--- src/common/bru_consts.svh ---
// branch unit widths and counts
`ifndef BRU_CONSTS_SVH
`define BRU_CONSTS_SVH

////////////////////////////////////////
// datapath

// register data word
`define BRU_WORD_WIDTH 32
// word-addressed pc, one step per instruction
`define BRU_PC_WIDTH 14
// immediate field of beq/bne
`define BRU_IMM_WIDTH 16

////////////////////////////////////////
// core bookkeeping

`define BRU_PHYS_TAG_WIDTH 6
`define BRU_ROB_INDEX_WIDTH 6
// checkpoint column restored on restart
`define BRU_CHECKPOINT_WIDTH 3
// btb and direction predictor index, low pc bits
`define BRU_BTB_INDEX_WIDTH 8

// alu 0, alu 1, load queue
`define BRU_NUM_COMPLETE_BUS 3

`endif

--- src/common/bru_pkg.sv ---
// branch unit shared types
`include "bru_consts.svh"

package bru_pkg;

    ////////////////////////////////////////
    // scalar types

    typedef logic [`BRU_WORD_WIDTH-1:0]       word_t;
    typedef logic [`BRU_PC_WIDTH-1:0]         pc_t;
    typedef logic [`BRU_PHYS_TAG_WIDTH-1:0]   phys_tag_t;
    typedef logic [`BRU_ROB_INDEX_WIDTH-1:0]  rob_index_t;
    typedef logic [`BRU_CHECKPOINT_WIDTH-1:0] checkpoint_t;
    typedef logic [`BRU_BTB_INDEX_WIDTH-1:0]  btb_index_t;

    // branch ops handled here
    typedef enum logic [1:0] {
        op_beq = 2'd0,
        op_bne = 2'd1,
        op_jr  = 2'd2
    } bru_op_t;

    // where an operand comes from in ex
    // bus values are picked up one cycle after the tag
    typedef enum logic [1:0] {
        sel_bus0 = 2'd0,
        sel_bus1 = 2'd1,
        sel_bus2 = 2'd2,
        sel_raw  = 2'd3
    } operand_sel_t;

    ////////////////////////////////////////
    // payloads

    // one source operand as renamed
    typedef struct packed {
        logic      needed;
        // value already in the register file
        logic      ready;
        phys_tag_t tag;
    } source_status_t;

    // dispatch payload
    typedef struct packed {
        bru_op_t                  op;
        source_status_t           source_0;
        source_status_t           source_1;
        logic [`BRU_IMM_WIDTH-1:0] imm16;
        pc_t                      pc;
        // predicted next pc, checked in ex
        pc_t                      npc;
        checkpoint_t              safe_column;
        rob_index_t               rob_index;
    } bru_task_t;

    // one complete bus, tag now and data next cycle
    typedef struct packed {
        logic      valid;
        phys_tag_t tag;
        word_t     data;
    } complete_bus_t;

    // rs to ex latch
    typedef struct packed {
        bru_op_t      op;
        word_t        operand_0;
        word_t        operand_1;
        operand_sel_t operand_0_sel;
        operand_sel_t operand_1_sel;
        btb_index_t   btb_index;
        pc_t          branch_pc;
        pc_t          pc_plus_1;
        pc_t          npc;
        checkpoint_t  safe_column;
        rob_index_t   rob_index;
    } ex_task_t;

    // restart request to rob
    typedef struct packed {
        rob_index_t  rob_index;
        pc_t         pc;
        checkpoint_t safe_column;
    } restart_t;

    // btb and direction predictor training
    typedef struct packed {
        btb_index_t index;
        pc_t        target;
        logic       taken;
    } predictor_update_t;

endpackage

--- src/bru/bru_ex_stage.sv ---
// branch execute and resolve
`include "bru_consts.svh"

module bru_ex_stage import bru_pkg::*; (
    input  logic              ex_valid,
    input  ex_task_t          ex_task,
    input  complete_bus_t     complete_bus_0,
    input  complete_bus_t     complete_bus_1,
    input  complete_bus_t     complete_bus_2,
    output logic              complete_valid,
    output logic              restart_valid,
    output restart_t          restart,
    output logic              predictor_update_valid,
    output predictor_update_t predictor_update
);

    word_t operand_a;
    word_t operand_b;
    pc_t   jr_target;
    pc_t   expected_pc;
    logic  branch_taken;

    // raw latched value or this cycle's bus data
    function automatic word_t select_operand(
        input operand_sel_t  sel,
        input word_t         raw,
        input complete_bus_t bus_0,
        input complete_bus_t bus_1,
        input complete_bus_t bus_2
    );
        case (sel)
            sel_bus0: return bus_0.data;
            sel_bus1: return bus_1.data;
            sel_bus2: return bus_2.data;
            default:  return raw;
        endcase
    endfunction

    ////////////////////////////////////////
    // operands

    assign operand_a = select_operand(ex_task.operand_0_sel, ex_task.operand_0,
                                      complete_bus_0, complete_bus_1, complete_bus_2);
    assign operand_b = select_operand(ex_task.operand_1_sel, ex_task.operand_1,
                                      complete_bus_0, complete_bus_1, complete_bus_2);

    // byte address in register, word pc bits 15..2
    assign jr_target = operand_a[`BRU_PC_WIDTH+1:2];

    ////////////////////////////////////////
    // resolution

    always_comb begin
        case (ex_task.op)
            op_beq:  branch_taken = (operand_a == operand_b);
            op_bne:  branch_taken = (operand_a != operand_b);
            default: branch_taken = 1'b0;
        endcase

        // fall-through unless taken or jr
        if (ex_task.op == op_jr) begin
            expected_pc = jr_target;
        end else if (branch_taken) begin
            expected_pc = ex_task.branch_pc;
        end else begin
            expected_pc = ex_task.pc_plus_1;
        end
    end

    ////////////////////////////////////////
    // outputs

    assign complete_valid = ex_valid;

    // wrong fetch path, restart at the resolved pc
    assign restart_valid = ex_valid && (ex_task.npc != expected_pc);
    assign restart       = '{rob_index:   ex_task.rob_index,
                             pc:          expected_pc,
                             safe_column: ex_task.safe_column};

    // jr has no btb or direction entry to train
    assign predictor_update_valid = ex_valid && (ex_task.op != op_jr);
    assign predictor_update       = '{index:  ex_task.btb_index,
                                      target: ex_task.branch_pc,
                                      taken:  branch_taken};

endmodule

--- src/bru/bru_operand_wakeup.sv ---
// operand tag match on complete buses
`include "bru_consts.svh"

module bru_operand_wakeup import bru_pkg::*; (
    input  source_status_t source,
    input  complete_bus_t  complete_bus_0,
    input  complete_bus_t  complete_bus_1,
    input  complete_bus_t  complete_bus_2,
    output logic           wakeup,
    output operand_sel_t   wakeup_sel
);

    complete_bus_t                   buses [`BRU_NUM_COMPLETE_BUS];
    logic [`BRU_NUM_COMPLETE_BUS-1:0] bus_match;

    assign buses[0] = complete_bus_0;
    assign buses[1] = complete_bus_1;
    assign buses[2] = complete_bus_2;

    // valid tag match per bus
    always_comb begin
        for (int i = 0; i < `BRU_NUM_COMPLETE_BUS; i++) begin
            bus_match[i] = buses[i].valid && (buses[i].tag == source.tag);
        end
    end

    // any match wakes the operand
    // walk down so the lowest bus number wins
    always_comb begin
        wakeup     = 1'b0;
        wakeup_sel = sel_raw;
        for (int i = `BRU_NUM_COMPLETE_BUS - 1; i >= 0; i--) begin
            if (bus_match[i]) begin
                wakeup     = 1'b1;
                wakeup_sel = operand_sel_t'(i[1:0]);
            end
        end
    end

endmodule

--- src/bru/bru_pipeline.sv ---
// branch resolution pipeline
module bru_pipeline import bru_pkg::*; (
    input  logic              CLK,
    input  logic              nRST,

    // dispatch
    input  logic              dispatch_valid,
    input  bru_task_t         dispatch_task,
    output logic              rs_full,

    // register file read
    output logic              reg_read_valid,
    output phys_tag_t         reg_read_tag_0,
    output phys_tag_t         reg_read_tag_1,
    input  logic              reg_read_serviced,
    input  word_t             reg_read_data_0,
    input  word_t             reg_read_data_1,

    // kill bus
    input  logic              kill_valid,
    input  rob_index_t        kill_rob_index,

    // complete buses
    input  complete_bus_t     complete_bus_0,
    input  complete_bus_t     complete_bus_1,
    input  complete_bus_t     complete_bus_2,

    // to rob and fetch
    output logic              complete_valid,
    output logic              restart_valid,
    output restart_t          restart,
    output logic              predictor_update_valid,
    output predictor_update_t predictor_update
);

    ////////////////////////////////////////
    // rs to ex latch

    logic     ex_valid;
    ex_task_t ex_task;

    // operand collection, one entry
    // a restart in ex flushes both stages
    bru_rs_stage u_rs_stage (
        .CLK               (CLK),
        .nRST              (nRST),
        .dispatch_valid    (dispatch_valid),
        .dispatch_task     (dispatch_task),
        .flush             (restart_valid),
        .kill_valid        (kill_valid),
        .kill_rob_index    (kill_rob_index),
        .complete_bus_0    (complete_bus_0),
        .complete_bus_1    (complete_bus_1),
        .complete_bus_2    (complete_bus_2),
        .reg_read_valid    (reg_read_valid),
        .reg_read_tag_0    (reg_read_tag_0),
        .reg_read_tag_1    (reg_read_tag_1),
        .reg_read_serviced (reg_read_serviced),
        .reg_read_data_0   (reg_read_data_0),
        .reg_read_data_1   (reg_read_data_1),
        .rs_full           (rs_full),
        .ex_valid          (ex_valid),
        .ex_task           (ex_task)
    );

    // resolution, single cycle, never stalls
    bru_ex_stage u_ex_stage (
        .ex_valid               (ex_valid),
        .ex_task                (ex_task),
        .complete_bus_0         (complete_bus_0),
        .complete_bus_1         (complete_bus_1),
        .complete_bus_2         (complete_bus_2),
        .complete_valid         (complete_valid),
        .restart_valid          (restart_valid),
        .restart                (restart),
        .predictor_update_valid (predictor_update_valid),
        .predictor_update       (predictor_update)
    );

endmodule

--- src/bru/bru_rs_stage.sv ---
// branch unit reservation station
`include "bru_consts.svh"

module bru_rs_stage import bru_pkg::*; (
    input  logic          CLK,
    input  logic          nRST,
    input  logic          dispatch_valid,
    input  bru_task_t     dispatch_task,
    input  logic          flush,
    input  logic          kill_valid,
    input  rob_index_t    kill_rob_index,
    input  complete_bus_t complete_bus_0,
    input  complete_bus_t complete_bus_1,
    input  complete_bus_t complete_bus_2,
    output logic          reg_read_valid,
    output phys_tag_t     reg_read_tag_0,
    output phys_tag_t     reg_read_tag_1,
    input  logic          reg_read_serviced,
    input  word_t         reg_read_data_0,
    input  word_t         reg_read_data_1,
    output logic          rs_full,
    output logic          ex_valid,
    output ex_task_t      ex_task
);

    ////////////////////////////////////////
    // state and wakeup

    // held task
    logic         rs_valid;
    logic         rs_valid_next;
    bru_task_t    rs_task;
    bru_task_t    rs_task_next;
    ex_task_t     ex_task_next;

    // bus matches per operand
    logic         wake_0;
    logic         wake_1;
    operand_sel_t wake_sel_0;
    operand_sel_t wake_sel_1;

    // leave conditions
    logic         kill_hit;
    logic         need_1;
    logic         settled_0;
    logic         settled_1;
    logic         read_needed;
    logic         can_leave;
    logic         stay;

    bru_operand_wakeup u_wakeup_0 (
        .source         (rs_task.source_0),
        .complete_bus_0 (complete_bus_0),
        .complete_bus_1 (complete_bus_1),
        .complete_bus_2 (complete_bus_2),
        .wakeup         (wake_0),
        .wakeup_sel     (wake_sel_0)
    );

    bru_operand_wakeup u_wakeup_1 (
        .source         (rs_task.source_1),
        .complete_bus_0 (complete_bus_0),
        .complete_bus_1 (complete_bus_1),
        .complete_bus_2 (complete_bus_2),
        .wakeup         (wake_1),
        .wakeup_sel     (wake_sel_1)
    );

    ////////////////////////////////////////
    // leave decision

    assign kill_hit = kill_valid && (kill_rob_index == rs_task.rob_index);

    // jr uses operand 0 only
    assign need_1    = rs_task.source_1.needed;
    assign settled_0 = rs_task.source_0.ready || wake_0;
    assign settled_1 = !need_1 || rs_task.source_1.ready || wake_1;

    // any operand still to come from the register file
    assign read_needed = rs_task.source_0.ready || (need_1 && rs_task.source_1.ready);

    // read only once the task could actually go
    assign reg_read_valid = rs_valid && !kill_hit && settled_0 && settled_1 && read_needed;
    assign reg_read_tag_0 = rs_task.source_0.tag;
    assign reg_read_tag_1 = rs_task.source_1.tag;

    assign can_leave = rs_valid && !kill_hit && settled_0 && settled_1
                       && (!read_needed || reg_read_serviced);
    assign stay      = rs_valid && !kill_hit && !can_leave;

    // a killed entry frees up right away
    assign rs_full = stay;

    ////////////////////////////////////////
    // next state

    always_comb begin
        rs_valid_next = rs_valid;
        rs_task_next  = rs_task;
        if (dispatch_valid) begin
            rs_valid_next = 1'b1;
            rs_task_next  = dispatch_task;
        end else if (kill_hit || can_leave) begin
            rs_valid_next = 1'b0;
        end else if (stay) begin
            // bus tag seen, value sits in the register file from now on
            if (wake_0) begin
                rs_task_next.source_0.ready = 1'b1;
            end
            if (wake_1 && need_1) begin
                rs_task_next.source_1.ready = 1'b1;
            end
        end
    end

    // ex latch contents
    // a ready operand wins over a same-cycle bus match
    always_comb begin
        ex_task_next.op            = rs_task.op;
        ex_task_next.operand_0     = reg_read_data_0;
        ex_task_next.operand_1     = reg_read_data_1;
        ex_task_next.operand_0_sel = rs_task.source_0.ready ? sel_raw : wake_sel_0;
        ex_task_next.operand_1_sel = (!need_1 || rs_task.source_1.ready) ? sel_raw : wake_sel_1;
        ex_task_next.btb_index     = rs_task.pc[`BRU_BTB_INDEX_WIDTH-1:0];
        ex_task_next.branch_pc     = rs_task.pc + pc_t'(1)
                                     + rs_task.imm16[`BRU_PC_WIDTH-1:0];
        ex_task_next.pc_plus_1     = rs_task.pc + pc_t'(1);
        ex_task_next.npc           = rs_task.npc;
        ex_task_next.safe_column   = rs_task.safe_column;
        ex_task_next.rob_index     = rs_task.rob_index;
    end

    ////////////////////////////////////////
    // registers

    // flush also drops a same-cycle dispatch
    always_ff @(posedge CLK or negedge nRST) begin
        if (!nRST) begin
            rs_valid <= 1'b0;
            ex_valid <= 1'b0;
        end else if (flush) begin
            rs_valid <= 1'b0;
            ex_valid <= 1'b0;
        end else begin
            rs_valid <= rs_valid_next;
            ex_valid <= can_leave;
        end
    end

    always_ff @(posedge CLK) begin
        rs_task <= rs_task_next;
        ex_task <= ex_task_next;
    end

endmodule

--- config.mk ---
export PLATFORM = sky130hd
export DESIGN_NAME = bru_pipeline
export DESIGN_NICKNAME = d
export VERILOG_FILES = /design/src/common/bru_pkg.sv /design/src/bru/bru_ex_stage.sv /design/src/bru/bru_operand_wakeup.sv /design/src/bru/bru_pipeline.sv /design/src/bru/bru_rs_stage.sv
export VERILOG_INCLUDE_DIRS = /design/src /design/src/common
export SDC_FILE = /design/constraint.sdc
export NUM_CORES = 1
export LEC_CHECK = 0
export BUFFER_PORTS_ARGS = -buffer_cell sky130_fd_sc_hd__buf_4
export CELL_PAD_IN_SITES_DETAIL_PLACEMENT = 1
export CELL_PAD_IN_SITES_GLOBAL_PLACEMENT = 1
export CORE_MARGIN = 8
export CORE_UTILIZATION = 42
export CTS_CLUSTER_DIAMETER = 200
export CTS_CLUSTER_SIZE = 24
export DETAILED_ROUTE_END_ITERATION = 10
export GPL_TIMING_DRIVEN = 0
export PLACE_DENSITY = 0.93
export SETUP_SLACK_MARGIN = 0.4
export SLEW_MARGIN = 25
export SYNTH_ARGS = -nofsm -noshare
export SYNTH_HDL_FRONTEND = slang
export SYNTH_SLANG_ARGS = --single-unit
--- constraint.sdc ---
create_clock -name CLK -period 8.3 [get_ports CLK]
set_clock_uncertainty 0.05 [all_clocks]
set_input_delay 0.415 -clock CLK [delete_from_list [all_inputs] [get_ports CLK]]
set_output_delay 0.415 -clock CLK [all_outputs]
set_load 0.05 [all_outputs]
==> results by group, run 1 <==
Cells and area
  • Final net count: 1,280
  • Sequential cell area: 4670 sq um
  • Area of the multi-input gates: 3820 sq um
  • Most common cell after layout, fill and taps aside: buf_4
  • Fill cell count: 2,165
  • Non-Filler Instances: 1,291
  • Layout cell share with drive strength beyond 1: 46.9%
  • Fin area: 12,400 sq um
  • Commonest non-fill, non-tap cells in the layout: 367 x buf_4, 129 x dfxtp_1, 81 x xnor2_1
  • Util after Layout: 58.9%
  • Synth-to-layout area growth: 37.9%

Drt
  • Drt pass-1 iters: 4
  • # DRC: 0
  • Vias per inst: 5.27
  • DRT antenna net count: 0
  • Drt total wl: 32.7 mm
  • Wirelength per Cell: 25.4 microns
  • DRT iter0 DRCs: 349
  • Vias: 6,810

Power
  • Total power divided by cell area: 223 nW/um^2
  • Leak: 5.34 nW
  • Peak VDD IR: 0.137 mV

Logic synthesis
  • Cells after Synth: 660
  • Register area share after synthesis: 52.0%
  • Synth area leaders: dfxtp_1 29%, edfxtp_1 23%, mux4_2 16%
  • Post-synthesis register bit count: 199
  • Number of synthesized flops with an enable pin: 68
  • Ys flop type: dfxtp_1
  • Synth Area per Inst: 13.6 sq um
  • Synthesized cell area: 8990 sq um
  • Synth warnings: 0
  • Cell taking the most area after synthesis: dfxtp_1
  • Net Count, Synth: 938
  • Fraction of registers with async set/reset: 1.01%
  • Yosys top cell area share: 28.7%
  • Synth cell types: 46

Worst setup path
  • Slowest-stage cell, CP: buf_1
  • Slowest stage delay, CP: 610 ps
  • Crit-path cells: buf_1 -> mux4_2 -> xnor2_1 -> nand4_1 -> nor4_2 -> a21oi_1 -> a31oi_4 -> mux2i_1 -> nor2_1 -> o311a_4 -> buf_4
  • Worst path depth: 11
  • Worst Setup Path Type: flip-flop to primary output
  • R2r startpoint: u_rs_stage.ex_task[60]
  • Reg2reg path depth: 11
  • CP max FO: 10
  • Critical path buffers and inverters: 2
  • R2R Setup Slk: 4200 ps
  • Setup crit start: u_rs_stage.ex_task[60]
  • Type of origin of the critical path: flip-flop
  • CP arrival: 4480 ps
  • Critical path capture point type: primary output
  • WP data required: 7840 ps
  • Critical Path Sink: restart_valid
  • Capture point of the worst reg-to-reg path: u_rs_stage.rs_valid
  • Cell family with most CP delay: compound AO/OA/AOI/OAI gates

Timing
  • Final Hold Viols: 0
  • Slew Limit Fails: 0
  • Setup TNS Final: 0 ps
  • Min cycle time layout: 4950 ps
  • Setup repair after global routing missed its margin: false
  • # setup viols final: 0
  • WHS: 30.3 ps
  • Fmax: 202 MHz
  • Crit share post-route: 59.6%
  • Worst Tran Pin Value: 960 ps
  • Slew headroom: 36.0%

Global routing
  • First-pass GRT wire length: 47.5 mm
  • Tot GR Track Use: 24.3%
  • Initial antenna violation count: 1
  • Vias in the first global route: 7,875
  • Pin count of the biggest net entering global routing: 72
  • Grt total ovfl: 0

Clocking
  • Root Buffer: clkbuf_16
  • Worst skew pair latency: 440 ps
  • Maximum root-to-sink buffer count: 2
  • # resized after CTS: 0
  • H-tree levels: 4
  • Post-CTS Setup Bufs: 0
  • CTS buffer count: 17
  • TritonCTS clock tree: built
  • Worst-path clk slew: 80 ps
  • Hold-fix buffer count after cts: 1
  • Clock Sinks: 199

Worst hold path
  • Hold Path Class: input pin to flip-flop

Floorplan
  • Die ar.: 26,300 sq um
  • Die height: 162 microns
  • Die width: 162 microns
  • Initial Util: 42.7%
  • Rows: 53
  • IO Pins: 326
  • Core area: 21,000 sq um

Status
  • Status: finished clean

Placement
  • Detailed placement HPWL: 26.8 mm
  • Placed standard-cell area: 11,700 sq um
  • RD Place Congestion: 0.838
  • Placed cell count: 1,257
  • Port buffer count: 322

Job
  • MaxCap Viol Count: 0
## per-stage QoR
step,power (W),setup WS (ps)
3_3_place_gp,0.00189,3890
2_1_floorplan,0.00162,4320
4_1_cts,0.00278,3320
6_report,0.00276,3350
3_5_place_dp,0.00192,3850
5_1_grt,0.00285,3140
## report_power, final
part	internal [W]	switching [W]
combinational	0.000318	0.000409
clock	0.000442	0.000414
sequential	0.00110	0.0000794
total	0.00186	0.000902
## worst min-delay path by stage
stage                     slack (ps)                       to           startpoint  depth (start not counted)
after detailed placement         160      u_rs_stage.rs_valid                 nRST                          1
after global routing              10  u_rs_stage.ex_task[104]   reg_read_data_0[9]                          1
final                             30   u_rs_stage.ex_task[84]  reg_read_data_1[21]                          1
after CTS                         10  u_rs_stage.ex_task[104]   reg_read_data_0[9]                          1
after global placement           160      u_rs_stage.rs_valid                 nRST                          1
after floorplan                   70      u_rs_stage.ex_valid                 nRST                          0
## final cells by class
type / instances / area share (%)
diodes: 1 / 0.0202
plain buffers: 63 / 3.60
clock buffers: 18 / 3.55
clock inverters: 14 / 1.53
inverters: 12 / 0.364
multi-input cells: 386 / 30.8
flip-flops and latches: 199 / 37.7
well taps: 275 / 2.78
repair buffers: 323 / 19.6
## per-layer routing
layer | vias up | routed length [microns] | GRT usage (%)
li1 | 3055 | - | -
met1 | 3402 | 11700 | 25.9
met2 | 284 | 17300 | 43.6
met3 | 69 | 2390 | 7.16
met4 | 0 | 1290 | 11.0
met5 | - | 0 | 0
## sequential cells by signal, indices dropped and copies added (netlist names)
signal / count
u_rs_stage.ex_task: 129
u_rs_stage.ex_task_next: 33
u_rs_stage.ex_valid: 1
u_rs_stage.need_1: 1
u_rs_stage.reg_read_tag_0: 6
u_rs_stage.reg_read_tag_1: 6
u_rs_stage.rs_task: 22
u_rs_stage.rs_valid: 1
## kinds of logic (layout without fill, tap and decap cells)
| family | count (synthesis) | after routing | synth area share, % |
|---|---|---|---|
| xor gates and xnor gates | 133 | 133 | 13.0 |
| other | 0 | 1 | 0 |
| muxes | 69 | 69 | 16.6 |
| adders and majority gates | 15 | 15 | 2.17 |
| buffers and inverters | 75 | 430 | 5.46 |
| DFF | 199 | 199 | 52.0 |
| and+or+nand+nor | 116 | 116 | 6.66 |
| AOI/OAI and AO/OA | 53 | 53 | 4.14 |
## cells in the mapped netlist (all sizes together), types with 5 or more instances
cell,count
ha,14
nand4,19
nor2b,6
buf,58
inv,12
o21bai,7
clkbuf,5
o21ai,6
nor2,26
dfxtp,129
nor4,12
xnor2,81
nand3,5
xor2,52
a21oi,14
edfxtp,68
a31oi,11
nor3,7
mux4,64
mux2i,5
and3,5
nand2,29
No activity file was read; power rests on OpenSTA's default activity.
==> run 2, diff against run 1 <==
--- a/config.mk
+++ b/config.mk
@@ -10,12 +10,12 @@
 export CELL_PAD_IN_SITES_DETAIL_PLACEMENT = 1
 export CELL_PAD_IN_SITES_GLOBAL_PLACEMENT = 1
 export CORE_MARGIN = 8
-export CORE_UTILIZATION = 42
+export CORE_UTILIZATION = 35
 export CTS_CLUSTER_DIAMETER = 200
 export CTS_CLUSTER_SIZE = 24
 export DETAILED_ROUTE_END_ITERATION = 10
 export GPL_TIMING_DRIVEN = 0
-export PLACE_DENSITY = 0.93
+export PLACE_DENSITY = 0.84
 export SETUP_SLACK_MARGIN = 0.4
 export SLEW_MARGIN = 25
 export SYNTH_ARGS = -nofsm -noshare
==> constraint.sdc (replaced) <==
create_clock -name CLK -period 4.53 [get_ports CLK]
set_clock_uncertainty 0.05 [all_clocks]
set_input_delay 0.2265 -clock CLK [delete_from_list [all_inputs] [get_ports CLK]]
set_output_delay 0.2265 -clock CLK [all_outputs]
set_load 0.05 [all_outputs]
==> results by group, run 2 (synthesis results as in run 1) <==
Status
  • Status: finished clean

Clocking
  • Maximum root-to-sink buffer count: 2
  • Worst skew pair latency: 440 ps
  • TritonCTS clock tree: built
  • Worst-path clk slew: 80 ps
  • Root Buffer: clkbuf_16
  • CTS buffer count: 17
  • H-tree levels: 4
  • Clock Sinks: 199

Floorplan
  • Die ar.: 31,100 sq um
  • Rows: 58
  • Initial Util: 35.7%
  • Die height: 176 microns
  • Core area: 25,200 sq um
  • IO Pins: 326
  • Die width: 176 microns

Cells and area
  • Commonest non-fill, non-tap cells in the layout: 406 x buf_4, 133 x dlygate4sd3_1, 129 x dfxtp_1
  • Fin area: 14,300 sq um
  • Most common cell after layout, fill and taps aside: buf_4
  • Layout cell share with drive strength beyond 1: 45.4%
  • Final net count: 1,449
  • Top reg by flops: u_rs_stage.ex_task
  • Synth-to-layout area growth: 59.1%
  • Non-Filler Instances: 1,516
  • Max reg flops: 129

Timing
  • Setup repair after global routing missed its margin: true
  • Post-route setup slack: 399 ps
  • Slew Limit Fails: 0
  • Final Hold Viols: 0
  • Crit share post-route: 91.2%
  • Worst Tran Pin Value: 1020 ps
  • Min cycle time layout: 4130 ps
  • Slew headroom: 32.2%
  • # setup viols final: 0
  • Fmax: 242 MHz
  • Setup TNS Final: 0 ps

Worst setup path
  • Critical path capture point type: primary output
  • Slowest-stage cell, CP: mux4_2
  • Capture point of the worst reg-to-reg path: u_rs_stage.ex_task[49]
  • Worst path depth: 13
  • CP arrival: 3850 ps
  • R2r startpoint: u_rs_stage.ex_task_next[51]
  • Worst Setup Path Type: flip-flop to primary output
  • Crit-path cells: buf_6 -> buf_12 -> mux4_2 -> xnor2_2 -> nand4_1 -> nor4_4 -> a21oi_2 -> a31oi_4 -> buf_12 -> mux2i_2 -> nor2_1 -> o311a_4 -> buf_6
  • Slowest stage delay, CP: 560 ps
  • Critical Path Sink: restart_valid
  • Reg2reg path depth: 12
  • CP max FO: 10
  • WP data required: 4250 ps
  • Critical path buffers and inverters: 4
  • Cell family with most CP delay: multiplexers
  • Type of origin of the critical path: flip-flop
  • R2R Setup Slk: 810 ps
  • Setup crit start: u_rs_stage.ex_task[61]

Drt
  • Drt total wl: 38.5 mm
  • Wirelength per Cell: 25.4 microns
  • DRT antenna net count: 0
  • Vias per inst: 5.05
  • Drt pass-1 iters: 7
  • DRT iter0 DRCs: 326
  • Vias: 7,663
  • # DRC: 0

Power
  • Total power divided by cell area: 367 nW/um^2
  • Final Total Pwr: 0.00525 W
  • Peak VDD IR: 0.192 mV
  • Leak: 6.19 nW

Placement
  • Detailed placement HPWL: 26.2 mm
  • Pre-CTS setup slack: 151 ps
  • Placed standard-cell area: 11,800 sq um
  • Port buffer count: 322
  • RD Place Congestion: 0.818
  • Placed cell count: 1,312

Job
  • MaxCap Viol Count: 0

Global routing
  • Tot GR Track Use: 23.8%
  • Initial antenna violation count: 2
  • First-pass GRT wire length: 55.0 mm
  • Pin count of the biggest net entering global routing: 72
  • Vias in the first global route: 9,015
  • Grt total ovfl: 0

Worst hold path
  • Hold Path Class: input pin to async pin
==> run 2: area by class of cell <==
| type | count | area [sq um] |
|---|---|---|
| sequential | 199 | 4670 |
| multi-input combinational | 386 | 3940 |
| antenna | 2 | 5.00 |
| inverter | 12 | 45.0 |
| clock buffer | 17 | 425 |
| clock inverter | 15 | 180 |
| fill | 2509 | 10900 |
| timing repair buffer | 492 | 4070 |
| buffer | 63 | 542 |
| tap | 330 | 413 |
==> run 2: stage by stage <==
step / util (%) / hold WS [ps]
finish: 56.8 / 78.1
global route: 56.8 / 58.4
CTS: 55.8 / 46.8
detailed placement: 46.9 / -37.8
global placement: 46.9 / -38.5
floorplan: - / -119
==> run 2: layer usage <==
metal / vias to the layer above / wire, microns / track usage, %
met4: 0 / 1380 / 10.2
met1: 3877 / 13900 / 25.0
li1: 3400 / - / -
met3: 75 / 2340 / 5.92
met5: - / 0 / 0
met2: 311 / 20900 / 44.4
==> run 2: worst register-to-register path, stage by stage (launching register included) <==
cell	delay [ps]
edfxtp_1	520
ha_1	430
fa_1	430
a21o_1	190
a21oi_1	280
o21bai_1	130
a21oi_1	330
o21bai_1	150
a21oi_1	250
o21bai_1	130
a2111oi_0	430
nor3_1	130
xor2_1	160
==> run 2: how the worst min path moves through the flow <==
stage	end	slack, ps	cells past startpoint
global route	u_rs_stage.ex_valid	60	2
finish	u_rs_stage.ex_valid	80	2
detailed placement	u_rs_stage.ex_valid	-40	1
global placement	u_rs_stage.ex_valid	-40	1
floorplan	u_rs_stage.ex_valid	-120	0
CTS	u_rs_stage.ex_valid	50	2
==> run 2: where the power goes <==
group,total [W],internal [W],switching (W)
clock network,0.00158,0.000751,0.000827
registers,0.00217,0.00202,0.000155
logic,0.00150,0.000686,0.000810
==> run 2: repair_timing <==
action,in CTS,in global routing
setup endpoints to repair,18,11
hold buffers,133,0
setup buffers,14,23
hold endpoints to repair,134,0
pin swaps,8,8
gates resized for setup,41,13
